[config.mk]
export PLATFORM = sky130hd
export DESIGN_NAME = memory_stage_flat
export DESIGN_NICKNAME = d
export VERILOG_FILES = /design/src/design/rv_pkg.sv /design/src/design/mem_port_if.sv /design/src/design/memory_stage.sv /design/src/flat_wrapper.sv
export SDC_FILE = /design/constraint.sdc
export NUM_CORES = 1
export LEC_CHECK = 0
export BUFFER_PORTS_ARGS = -buffer_cell sky130_fd_sc_hd__buf_2
export CAP_MARGIN = 10
export CORE_AREA = 2 2 112 114
export DETAILED_ROUTE_END_ITERATION = 6
export DIE_AREA = 0 0 114 116
export PLACE_DENSITY_LB_ADDON = 0.05
export SETUP_SLACK_MARGIN = 0.5
export SKIP_LAST_GASP = 1
export SYNTH_ARGS = -nofsm -noshare
export SYNTH_HDL_FRONTEND = slang
export SYNTH_SLANG_ARGS = --single-unit
[constraint.sdc]
create_clock -name clk -period 1.9 [get_ports clk]
set_clock_uncertainty 0.2 [all_clocks]
set_input_delay 0.095 -clock clk [delete_from_list [all_inputs] [get_ports clk]]
set_output_delay 0.095 -clock clk [all_outputs]
set_load 0.005 [all_outputs]
[src/design/rv_pkg.sv]
package rv_pkg;

    localparam int xlen      = 32;
    localparam int mem_words = 1024;
    localparam int reg_count = 32;
    // word index into the unified memory
    localparam int addr_w    = $clog2(mem_words);

    typedef enum logic [6:0] {
        opc_op     = 7'b0110011,
        opc_op_imm = 7'b0010011,
        opc_lui    = 7'b0110111,
        opc_load   = 7'b0000011,
        opc_store  = 7'b0100011,
        opc_branch = 7'b1100011,
        opc_jal    = 7'b1101111,
        opc_system = 7'b1110011
    } opcode_e;

    typedef enum logic [2:0] {
        alu_add,
        alu_sub,
        alu_and,
        alu_or,
        alu_xor,
        alu_pass_b
    } alu_op_e;

    typedef enum logic [1:0] {
        wb_none,
        wb_alu,
        wb_mem,
        wb_pc_plus4
    } wb_sel_e;

    typedef struct packed {
        logic [6:0] funct7;
        logic [4:0] rs2;
        logic [4:0] rs1;
        logic [2:0] funct3;
        logic [4:0] rd;
        logic [6:0] opcode;
    } r_fmt_t;

    typedef struct packed {
        logic [11:0] imm;
        logic [4:0]  rs1;
        logic [2:0]  funct3;
        logic [4:0]  rd;
        logic [6:0]  opcode;
    } i_fmt_t;

    typedef struct packed {
        logic [6:0] imm_hi;
        logic [4:0] rs2;
        logic [4:0] rs1;
        logic [2:0] funct3;
        logic [4:0] imm_lo;
        logic [6:0] opcode;
    } s_fmt_t;

    typedef struct packed {
        logic       imm12;
        logic [5:0] imm10_5;
        logic [4:0] rs2;
        logic [4:0] rs1;
        logic [2:0] funct3;
        logic [3:0] imm4_1;
        logic       imm11;
        logic [6:0] opcode;
    } b_fmt_t;

    typedef struct packed {
        logic [19:0] imm;
        logic [4:0]  rd;
        logic [6:0]  opcode;
    } u_fmt_t;

    typedef struct packed {
        logic       imm20;
        logic [9:0] imm10_1;
        logic       imm11;
        logic [7:0] imm19_12;
        logic [4:0] rd;
        logic [6:0] opcode;
    } j_fmt_t;

    // one instruction word, read through whichever format fits
    typedef union packed {
        r_fmt_t r_fmt;
        i_fmt_t i_fmt;
        s_fmt_t s_fmt;
        b_fmt_t b_fmt;
        u_fmt_t u_fmt;
        j_fmt_t j_fmt;
    } inst_u;

    typedef struct packed {
        logic            valid;
        logic [xlen-1:0] pc;
        logic [xlen-1:0] a;
        logic [xlen-1:0] b;
        logic [xlen-1:0] rs2_val;
        logic [xlen-1:0] imm;
        alu_op_e         alu_op;
        logic [4:0]      rd;
        wb_sel_e         wb_sel;
        logic            is_load;
        logic            is_store;
        logic            is_branch_eq;
        logic            is_branch_ne;
        logic            is_jal;
        logic            is_ecall;
    } dec_ex_t;

    typedef struct packed {
        logic            valid;
        logic [xlen-1:0] pc;
        logic [xlen-1:0] alu_result;
        logic [xlen-1:0] store_data;
        logic [4:0]      rd;
        wb_sel_e         wb_sel;
        logic            is_load;
        logic            is_store;
        logic            is_ecall;
    } ex_mem_t;

    // can_forward low means the value is not ready yet
    typedef struct packed {
        logic            valid;
        logic            can_forward;
        logic [4:0]      rd;
        logic [xlen-1:0] data;
    } fwd_t;

endpackage
[src/design/mem_port_if.sv]
interface mem_port_if;
    logic                    req;
    logic                    we;
    // byte address, word aligned
    logic [rv_pkg::xlen-1:0] addr;
    logic [rv_pkg::xlen-1:0] wdata;
    logic                    grant;
    // valid one cycle after a read grant
    logic [rv_pkg::xlen-1:0] rdata;

    modport requester (
        output req, we, addr, wdata,
        input  grant, rdata
    );

    modport arbiter (
        input  req, we, addr, wdata,
        output grant, rdata
    );
endinterface

[src/design/memory_stage.sv]
module memory_stage (
    input  logic                    clk,
    input  logic                    reset,
    input  rv_pkg::ex_mem_t         ex_in,
    mem_port_if.requester           port,
    output logic                    stall_mem,
    output rv_pkg::fwd_t            mem_fwd,
    output logic                    wb_en,
    output logic [4:0]              wb_rd,
    output logic [31:0]             wb_data,
    output logic                    exit
);
    logic mem_op;
    // granted last cycle, so this is the finishing cycle
    logic pending;

    assign mem_op = ex_in.valid && (ex_in.is_load || ex_in.is_store) && !exit;

    assign port.req   = mem_op && !pending;
    assign port.we    = ex_in.is_store;
    assign port.addr  = ex_in.alu_result;
    assign port.wdata = ex_in.store_data;

    assign stall_mem = mem_op && !pending;

    always_comb begin
        case (ex_in.wb_sel)
            rv_pkg::wb_mem:      wb_data = port.rdata;
            rv_pkg::wb_pc_plus4: wb_data = ex_in.pc + 32'd4;
            default:             wb_data = ex_in.alu_result;
        endcase
    end

    // nothing behind the ecall may touch the registers
    assign wb_en = ex_in.valid && !exit && !stall_mem && ex_in.wb_sel != rv_pkg::wb_none;
    assign wb_rd = ex_in.rd;

    assign mem_fwd.valid       = ex_in.valid && !exit && ex_in.wb_sel != rv_pkg::wb_none;
    assign mem_fwd.can_forward = !stall_mem;
    assign mem_fwd.rd          = ex_in.rd;
    assign mem_fwd.data        = wb_data;

    always_ff @(posedge clk) begin
        if (reset) begin
            pending <= 1'b0;
            exit    <= 1'b0;
        end else begin
            pending <= port.req && port.grant;
            if (ex_in.valid && ex_in.is_ecall) begin
                exit <= 1'b1;
            end
        end
    end
endmodule

[src/flat_wrapper.sv]
// flat-port wrapper written by rule: the top's interface ports become plain ports
module memory_stage_flat 
  (clk, reset, ex_in, stall_mem, mem_fwd, wb_en, wb_rd, wb_data, exit, port_req, port_we, port_addr, port_wdata, port_grant, port_rdata);
  mem_port_if port_i ();
  input  logic clk;
  input  logic reset;
  input  rv_pkg::ex_mem_t ex_in;
  output logic stall_mem;
  output rv_pkg::fwd_t mem_fwd;
  output logic wb_en;
  output logic [4:0] wb_rd;
  output logic [31:0] wb_data;
  output logic exit;
  output wire logic [$bits(port_i.req)-1:0] port_req;
  output wire logic [$bits(port_i.we)-1:0] port_we;
  output wire logic [$bits(port_i.addr)-1:0] port_addr;
  output wire logic [$bits(port_i.wdata)-1:0] port_wdata;
  input wire logic [$bits(port_i.grant)-1:0] port_grant;
  input wire logic [$bits(port_i.rdata)-1:0] port_rdata;
  assign port_req = port_i.req;
  assign port_we = port_i.we;
  assign port_addr = port_i.addr;
  assign port_wdata = port_i.wdata;
  assign port_i.grant = port_grant;
  assign port_i.rdata = port_rdata;
  memory_stage u_core (.clk(clk), .reset(reset), .ex_in(ex_in), .port(port_i), .stall_mem(stall_mem), .mem_fwd(mem_fwd), .wb_en(wb_en), .wb_rd(wb_rd), .wb_data(wb_data), .exit(exit));
endmodule
Yosys cells after proc, flatten, opt, wreduce, memory -nomap -nowiden

Index checks and enable logic that the tools add are counted.

Add/sub/neg operators: 1
Equal/unequal tests: 2
Muxes and demuxes: 1
Reduce and logical (&&, ||, !) cells: 14

Operators with widths:

| kind                                           | count |
|---|---|
| one-hot mux 32 bit (2 select lines)            | 1 |
| adder 32 x 3 -> 32 bit (second input constant) | 1 |
| logical AND 1 bit                              | 9 |
| equality test 2 bit (second input constant)    | 2 |
| logical NOT 1 bit                              | 3 |
| nonzero test 2 bit                             | 1 |
| logical OR 1 bit                               | 1 |

Bits in registers: 2
Input bits: 142
Output and inout port bits: 145
Word-level logic and storage cells: 20

Depth between registers and ports, before layout

Gate-level depths: netlist of the first run.

Word-level depth: 7
Depth in mapped cells: 7
Mapped depth without buffers: 6

Worst setup path before layout of the first run

No wires, ideal clock.

Path type: input-to-output
Start: input port ex_in[76] in the netlist's numbering
End: output port wb_data[24]
Data arrival time: 1,419 ps
Required time: 1,605 ps
Path slack: 186 ps
Stages: 7
Path buffers: 1
Path through: ha_1 > nand3_1 > nor2_2 > nand4_1 > xor2_1 > o21ai_0 > buf_4

RTL lines:

| what               | RTL line           | RTL |
|---|---|---|
| start: declaration | flat_wrapper.sv:7  | `input rv_pkg::ex_mem_t ex_in;` |
| end: declaration   | flat_wrapper.sv:12 | `output logic [31:0] wb_data;` |

==> flow_metrics.env, run 1 <==
export IMPL_status="finished, final reports clean"
export IMPL_syn2layout_area_growth_pct=85.9
export IMPL_fin_area_um2=4020
export IMPL_synth_cells=320
export IMPL_clkSlewWorstSetupHoldPaths_ns=0.03
export IMPL_yosysTopAreaCell="buf_4"
export IMPL_cp_max_fo=7
export IMPL_port_buffers=207
export IMPL_nFillCells=1304
export IMPL_fin_ws_ns=0.227
export IMPL_gp_congestion=0.719
export IMPL_fin_setup_tns_ns=0
export IMPL_yosysWarnings=0
export IMPL_grt_overflow=0
export IMPL_maxCapViolations=0
export IMPL_rows=40
export IMPL_routed_wl_um=9400
export IMPL_die_y_um=116
export IMPL_initial_utilization_pct=18.2
export IMPL_fmax_mhz=598
export IMPL_worst_pin_slew_ns=0.280
export IMPL_cts_root_buffer="clkbuf_16"
export IMPL_async_flop_share_pct=0
export IMPL_power_density_nw_per_um2=295
export IMPL_grt_max_degree=30
export IMPL_clockBufferDepth=2
export IMPL_firstDrtPassIters=6
export IMPL_min_path_type="input pin to flip-flop"
export IMPL_ant_nets=0
export IMPL_drc=0
export IMPL_finalSetupViolCount=0
export IMPL_grt_pass1_vias=2513
export IMPL_synth_top_area_share_pct=37.8
export IMPL_power_leakage_nw=1.90
export IMPL_crit_path_end_kind="primary output"
export IMPL_hold_violations=0
export IMPL_die_w_um=114
export IMPL_synthFlopType="dfxtp_1"
export IMPL_pre_cts_slack_ns=0.0806
export IMPL_yosysSeqAreaShare_pct=1.85
export IMPL_synth_area_leaders="buf_4 (38%), xor2_1 (6.5%), a31oi_1 (4.6%)"
export IMPL_dpl_cell_area_um2=2660
export IMPL_drt_initial_drc_count=46
export IMPL_grt_pass1_wl_um=12900
export IMPL_synth_edf_count=0
export IMPL_synth_nets=463
export IMPL_slew_viol_final=0
export IMPL_cts_buffers=3
export IMPL_insertion_delay_ns=0.22
export IMPL_drive_gt1_share_pct=64.2
export IMPL_synthDistinctLibCells=40
export IMPL_cp_required_ns=1.60
export IMPL_max_vdd_ir_drop_mv=0.209
export IMPL_dp_final_hpwl_um=7150
export IMPL_synth_seq_cells=2
export IMPL_fin_crit_ns=1.67
export IMPL_netlist_area_um2=2160
export IMPL_nets=637
export IMPL_antenna_cells=0
export IMPL_cts_sinks=2
export IMPL_via_per_inst=4.27
export IMPL_coreArea_um2=11900
export IMPL_syn_area_per_cell_um2=6.76
export IMPL_startpoint_type="input pin"
export IMPL_critPathArrivalTime_ns=1.38
export IMPL_dr_total_vias=2727
export IMPL_max_slew_margin_pct=81.3
export IMPL_antenna_found_initial=0
export IMPL_h_tree_depth=1
export IMPL_cts_tree="yes"
export IMPL_num_io_pins=287
export IMPL_die_area_um2=13200
export IMPL_track_usage_pct=12.1
export IMPL_critical_path_class="input pin to primary output"
export IMPL_rsz0062_at_grt="true"
export IMPL_routedWlPerCell_um=14.7
export IMPL_timing_final_crit_share_pct=88.1
==> worst max-delay path, cell delays in order <==
cell and delay, ns:
buf_8 0.08, nand4_4 0.15, buf_6 0.17, nor2_4 0.10, buf_6 0.13, nand4_1 0.16, xor2_1 0.19, o21ai_1 0.17
buf_2 0.14
==> metrics by stage <==
step / std cells / total power [mW] / util, % / hold WS [ns]
after global routing: 639 / 1.27 / 33.7 / 0.174
after CTS: 624 / 1.13 / 30.8 / 0.162
after detailed placement: 564 / 0.630 / 22.3 / -0.00997
after floorplan: 320 / 0.481 / - / -0.0326
final: 639 / 1.18 / 33.7 / 0.141
after global placement: 564 / 0.635 / 22.3 / -0.00997
==> placed cells by master, fill, tap and decap left out, drive strengths merged, types with 6 or more instances in the layout <==
master       netlist  layout
xor2              16      16
nand4             12      12
nor2              27      28
nor3               6       6
nand2              8       8
mux2               8       8
a21oi             16      16
inv                7       7
o21ai             19      19
buf              112     247
xnor2             10      10
nor2b             15      15
a31oi             16      16
nand3             12      12
dlygate4sd3        0      41
==> synthesized netlist by cell type, types with 2 or more instances <==
library cell	count
a21oi_1	16
a31oi_1	16
and2_1	2
and3_1	3
and3_2	2
buf_1	2
buf_4	109
clkbuf_1	9
dfxtp_1	2
inv_1	7
mux2_2	8
mux2i_1	3
nand2_1	8
nand2b_1	3
nand3_1	11
nand4_1	10
nor2_1	25
nor2_2	2
nor2b_1	15
nor3_1	3
nor3_2	2
o21ai_0	15
o21ai_1	4
o22ai_1	3
xnor2_1	10
xor2_1	16
==> where the power goes <==
part	switching, mW	internal (mW)
Combinational	0.359	0.462
Sequential	0.00190	0.0449
Clock	0.0497	0.268
Total	0.410	0.775
==> sequential cells by signal, summed over array words and instances (netlist names) <==
signal and cells:
u_core.pending 1, u_core.exit 1
==> cell type report <==
type | count | area [µm²] | area share (%)
Inverter | 7 | 26.3 | 0.654
Tap cell | 147 | 184 | 4.58
Multi-Input combinational cell | 191 | 1620 | 40.3
Sequential cell | 2 | 41.3 | 1.03
Clock buffer | 3 | 75.1 | 1.87
Timing Repair Buffer | 289 | 2070 | 51.6
==> per-layer routing <==
metal | up-vias | track usage (%) | wire [µm]
li1 | 1334 | - | -
met1 | 1228 | 15.1 | 3840
met2 | 162 | 23.4 | 4880
met3 | 3 | 1.20 | 652
met4 | 0 | 0.976 | 21
met5 | - | 0 | 0
==> worst paths after layout <==
check                           start                         to  slack, ns  depth (start not counted)
max                         ex_in[80]                mem_fwd[31]       0.23                          9
min reg2reg  u_core.exit$_SDFFE_PP0P_   u_core.exit$_SDFFE_PP0P_       0.29                          2
max reg2reg  u_core.exit$_SDFFE_PP0P_  u_core.pending$_SDFF_PP0_       0.65                          5
min                        ex_in[106]  u_core.pending$_SDFF_PP0_       0.14                          6
==> what timing repair did <==
| action | in CTS | in global routing |
|---|---|---|
| endpoints found under the hold margin | 44 | 0 |
| setup endpoints to repair | 62 | 65 |
| cloned | 2 | 0 |
| pin swaps | 35 | 41 |
| hold buffers | 41 | 0 |
| resized for setup | 91 | 50 |
| setup buffers | 14 | 15 |
==> cells by family (layout without fill, tap and decap cells) <==
family / count (synthesis) / in the layout / synth area share [%]
DFF: 2 / 2 / 1.85
muxes: 11 / 11 / 5.56
AOI/OAI and AO/OA: 57 / 57 / 14.8
and+or+nand+nor: 95 / 96 / 25.5
adders and majority gates: 1 / 1 / 0.579
buffers and inverters: 128 / 299 / 41.2
xor gates and xnor gates: 26 / 26 / 10.5
No activity file was read; power rests on OpenSTA's default activity.
==> inputs of run 2 (changes only) <==
- ABC_AREA: default -> 1
- RECOVER_POWER: default -> 50
==> flow_metrics.env, run 2 <==
export IMPL_r2r_slack_ns=0.84
export IMPL_internal_power_uw=728
export IMPL_reg_top3="u_core.exit (1), u_core.pending (1)"
export IMPL_cp_max_fo=4
export IMPL_routed_wl_um=10000
export IMPL_fin_setup_tns_ns=0
export IMPL_max_vdd_ir_drop_mv=0.450
export IMPL_ant_nets=0
export IMPL_synth_top_area_share_pct=33.4
export IMPL_clockBufferDepth=2
export IMPL_r2r_start="u_core.exit$_SDFFE_PP0P_"
export IMPL_dp_final_hpwl_um=8080
export IMPL_cts_buffers=3
export IMPL_die_y_um=116
export IMPL_hold_violations=0
export IMPL_synth_xor_area_share_pct=0
export IMPL_min_path_type="input pin to flip-flop"
export IMPL_synth_top_family_by_area="simple AND/OR/NAND/NOR gates"
export IMPL_synth_simple_gate_area_share_pct=44.5
export IMPL_synthFlopType="dfxtp_1"
export IMPL_yosysWarnings=0
export IMPL_hold_end="u_core.pending$_SDFF_PP0_"
export IMPL_insertion_delay_ns=0.22
export IMPL_antenna_found_initial=0
export IMPL_yosys_area_share_adder_pct=0.515
export IMPL_routedWlPerCell_um=13.2
export IMPL_rows=40
export IMPL_netlist_area_um2=2430
export IMPL_cts_tree="yes"
export IMPL_slew_viol_final=0
export IMPL_switching_power_uw=448
export IMPL_grt_max_degree=33
export IMPL_synthMuxAreaShare_pct=0
export IMPL_cts_sinks=2
export IMPL_synth_edf_count=0
export IMPL_seq_power_share_pct=4.0
export IMPL_startpoint_type="input pin"
export IMPL_drive_gt1_share_pct=53.7
export IMPL_cp_required_ns=1.60
export IMPL_via_per_inst=4.20
export IMPL_dr_total_vias=3176
export IMPL_final_common_cell="buf_2"
export IMPL_status="finished, final reports clean"
export IMPL_yosysMostFrequentCell="nand2_1"
export IMPL_synth_area_leaders="buf_4 (33%), nand2_1 (21%), nand3_1 (11%)"
export IMPL_critPathArrivalTime_ns=1.16
export IMPL_reg2reg_to="u_core.pending$_SDFF_PP0_"
export IMPL_synth_nets=596
export IMPL_clkSlewWorstSetupHoldPaths_ns=0.03
export IMPL_syn2layout_area_growth_pct=72.5
export IMPL_syn_area_per_cell_um2=5.36
export IMPL_grt_pass1_vias=2852
export IMPL_reg2regPathDepth=5
export IMPL_yosysSeqAreaShare_pct=1.65
export IMPL_synth_cells=453
export IMPL_drt_initial_drc_count=73
export IMPL_nets=754
export IMPL_cts_root_buffer="clkbuf_16"
export IMPL_nFillCells=1354
export IMPL_firstDrtPassIters=4
export IMPL_maxCapViolations=0
export IMPL_coreArea_um2=11900
export IMPL_fmax_mhz=688
export IMPL_crit_chain="buf_8 -> ha_4 -> nand3_4 -> inv_4 -> buf_6 -> buf_6 -> a21oi_4 -> o22ai_2 -> nand3_2 -> buf_2"
export IMPL_port_buffers=207
export IMPL_synthDistinctLibCells=26
export IMPL_synth_compound_area_share_pct=11.3
export IMPL_slowest_delay_ns=0.16
export IMPL_crit_path_end_kind="primary output"
export IMPL_hold_ws_ns=0.0454
export IMPL_fin_crit_ns=1.45
export IMPL_slowest_stage="ha_4"
export IMPL_yosysTopAreaCell="buf_4"
export IMPL_grt_pass1_wl_um=14100
export IMPL_synthTopCellsByCount="nand2_1 (138), buf_4 (108), nand3_1 (52), inv_1 (43), nor2_1 (42)"
export IMPL_synth_seq_cells=2
export IMPL_worst_pin_slew_ns=0.286
export IMPL_clkPwrFrac_pct=26.6
export IMPL_async_flop_share_pct=0
export IMPL_p_sw_share_pct=38.1
export IMPL_power_leakage_nw=2.13
export IMPL_power_density_nw_per_um2=281
export IMPL_die_area_um2=13200
export IMPL_initial_utilization_pct=20.4
export IMPL_gp_congestion=0.776
export IMPL_timing_final_crit_share_pct=76.5
export IMPL_die_w_um=114
export IMPL_critical_path_class="input pin to primary output"
export IMPL_antenna_cells=0
export IMPL_drc=0
export IMPL_track_usage_pct=13.4
export IMPL_min_from="ex_in[106]"
export IMPL_finalSetupViolCount=0
export IMPL_max_slew_margin_pct=80.8
export IMPL_num_io_pins=287
export IMPL_cp_common_cell="buf_6"
export IMPL_rsz0062_at_grt="true"
export IMPL_grt_overflow=0
export IMPL_h_tree_depth=1
export IMPL_mostFrequentLayoutCells="buf_2 (164), nand2_1 (99), dlygate4sd3_1 (41), inv_1 (39), nand3_1 (37)"
export IMPL_holdPathStages=5
export IMPL_comb_power_share_pct=69.4
==> run 2: cell count changes in the layout (fill, tap and decap cells not counted), moves of 18 or more <==
cell | before | now
clkbuf_1 | 0 | 18
inv_1 | 6 | 39
nand2_1 | 3 | 99
nand2_2 | 3 | 21
nand3_1 | 2 | 37
nor2_4 | 5 | 28
==> run 2: area by class of cell <==
class / count / area (µm²) / share of cell area (%)
Timing Repair Buffer: 269 / 1760 / 42.1
Multi-Input combinational cell: 289 / 1950 / 46.5
Sequential cell: 2 / 41.3 / 0.986
Inverter: 46 / 176 / 4.21
Tap cell: 147 / 184 / 4.39
Clock buffer: 3 / 75.1 / 1.79
==> run 2: logic make-up (layout without fill, tap and decap cells) <==
logic type                 count (synthesis)  after routing
and+or+nand+nor                          250            250
buffers and inverters                    162            318
AOI/OAI and AO/OA                         38             38
DFF                                        2              2
adders and majority gates                  1              1
==> run 2: how the worst max path moves through the flow <==
stage / start / endpoint / slack (ns)
after floorplan: ex_in[76] / wb_data[14] / 0.53
after global routing: ex_in[76] / mem_fwd[21] / 0.33
final: ex_in[76] / mem_fwd[8] / 0.45
after CTS: ex_in[77] / wb_data[20] / 0.43
after detailed placement: ex_in[76] / mem_fwd[16] / 0.24
after global placement: ex_in[85] / wb_data[12] / 0.24
==> run 2: worst max-delay path: cells and delay by family <==
kind / cells / cell delay (ns)
AND/OR/NAND/NOR: 2 / 0.16
adder cells (fa/ha/maj): 1 / 0.16
AO/OA/AOI/OAI: 2 / 0.23
buffers and inverters: 5 / 0.50
==> run 2: what timing repair did <==
item,4_1_cts,5_1_grt
resized for setup,104,114
pin swaps,37,51
endpoints found under the setup margin,54,56
hold buffers,41,0
endpoints found under the hold margin,44,0
buffers inserted,10,4
==> run 2: metrics by stage <==
stage                     utilization (%)  total power, mW  area [µm²]  cells  setup slack (ns)
after global placement               24.0            0.638        2860    698             0.238
after detailed placement             24.0            0.635        2860    698             0.239
after floorplan                         -            0.488        2430    453             0.526
after global routing                 35.1             1.27        4190    756             0.334
after CTS                            31.6             1.11        3770    752             0.433
final                                35.1             1.18        4190    756             0.446
==> run 2: routing by layer <==
metal | vias up | track usage, % | part of all wire (%)
li1 | 1639 | - | -
met1 | 1389 | 15.6 | 40
met2 | 146 | 26.9 | 54
met3 | 2 | 1.46 | 6.0
met4 | 0 | 1.46 | 0.20
met5 | - | 0 | 0
==> run 2: power by group through the flow <==
stage               logic [mW]  clock network [mW]  registers [mW]
floorplan                0.442                   0          0.0461
global placement         0.592                   0          0.0464
detailed placement       0.588                   0          0.0464
CTS                      0.746               0.320          0.0465
global route             0.902               0.323          0.0470
finish                   0.816               0.313          0.0469
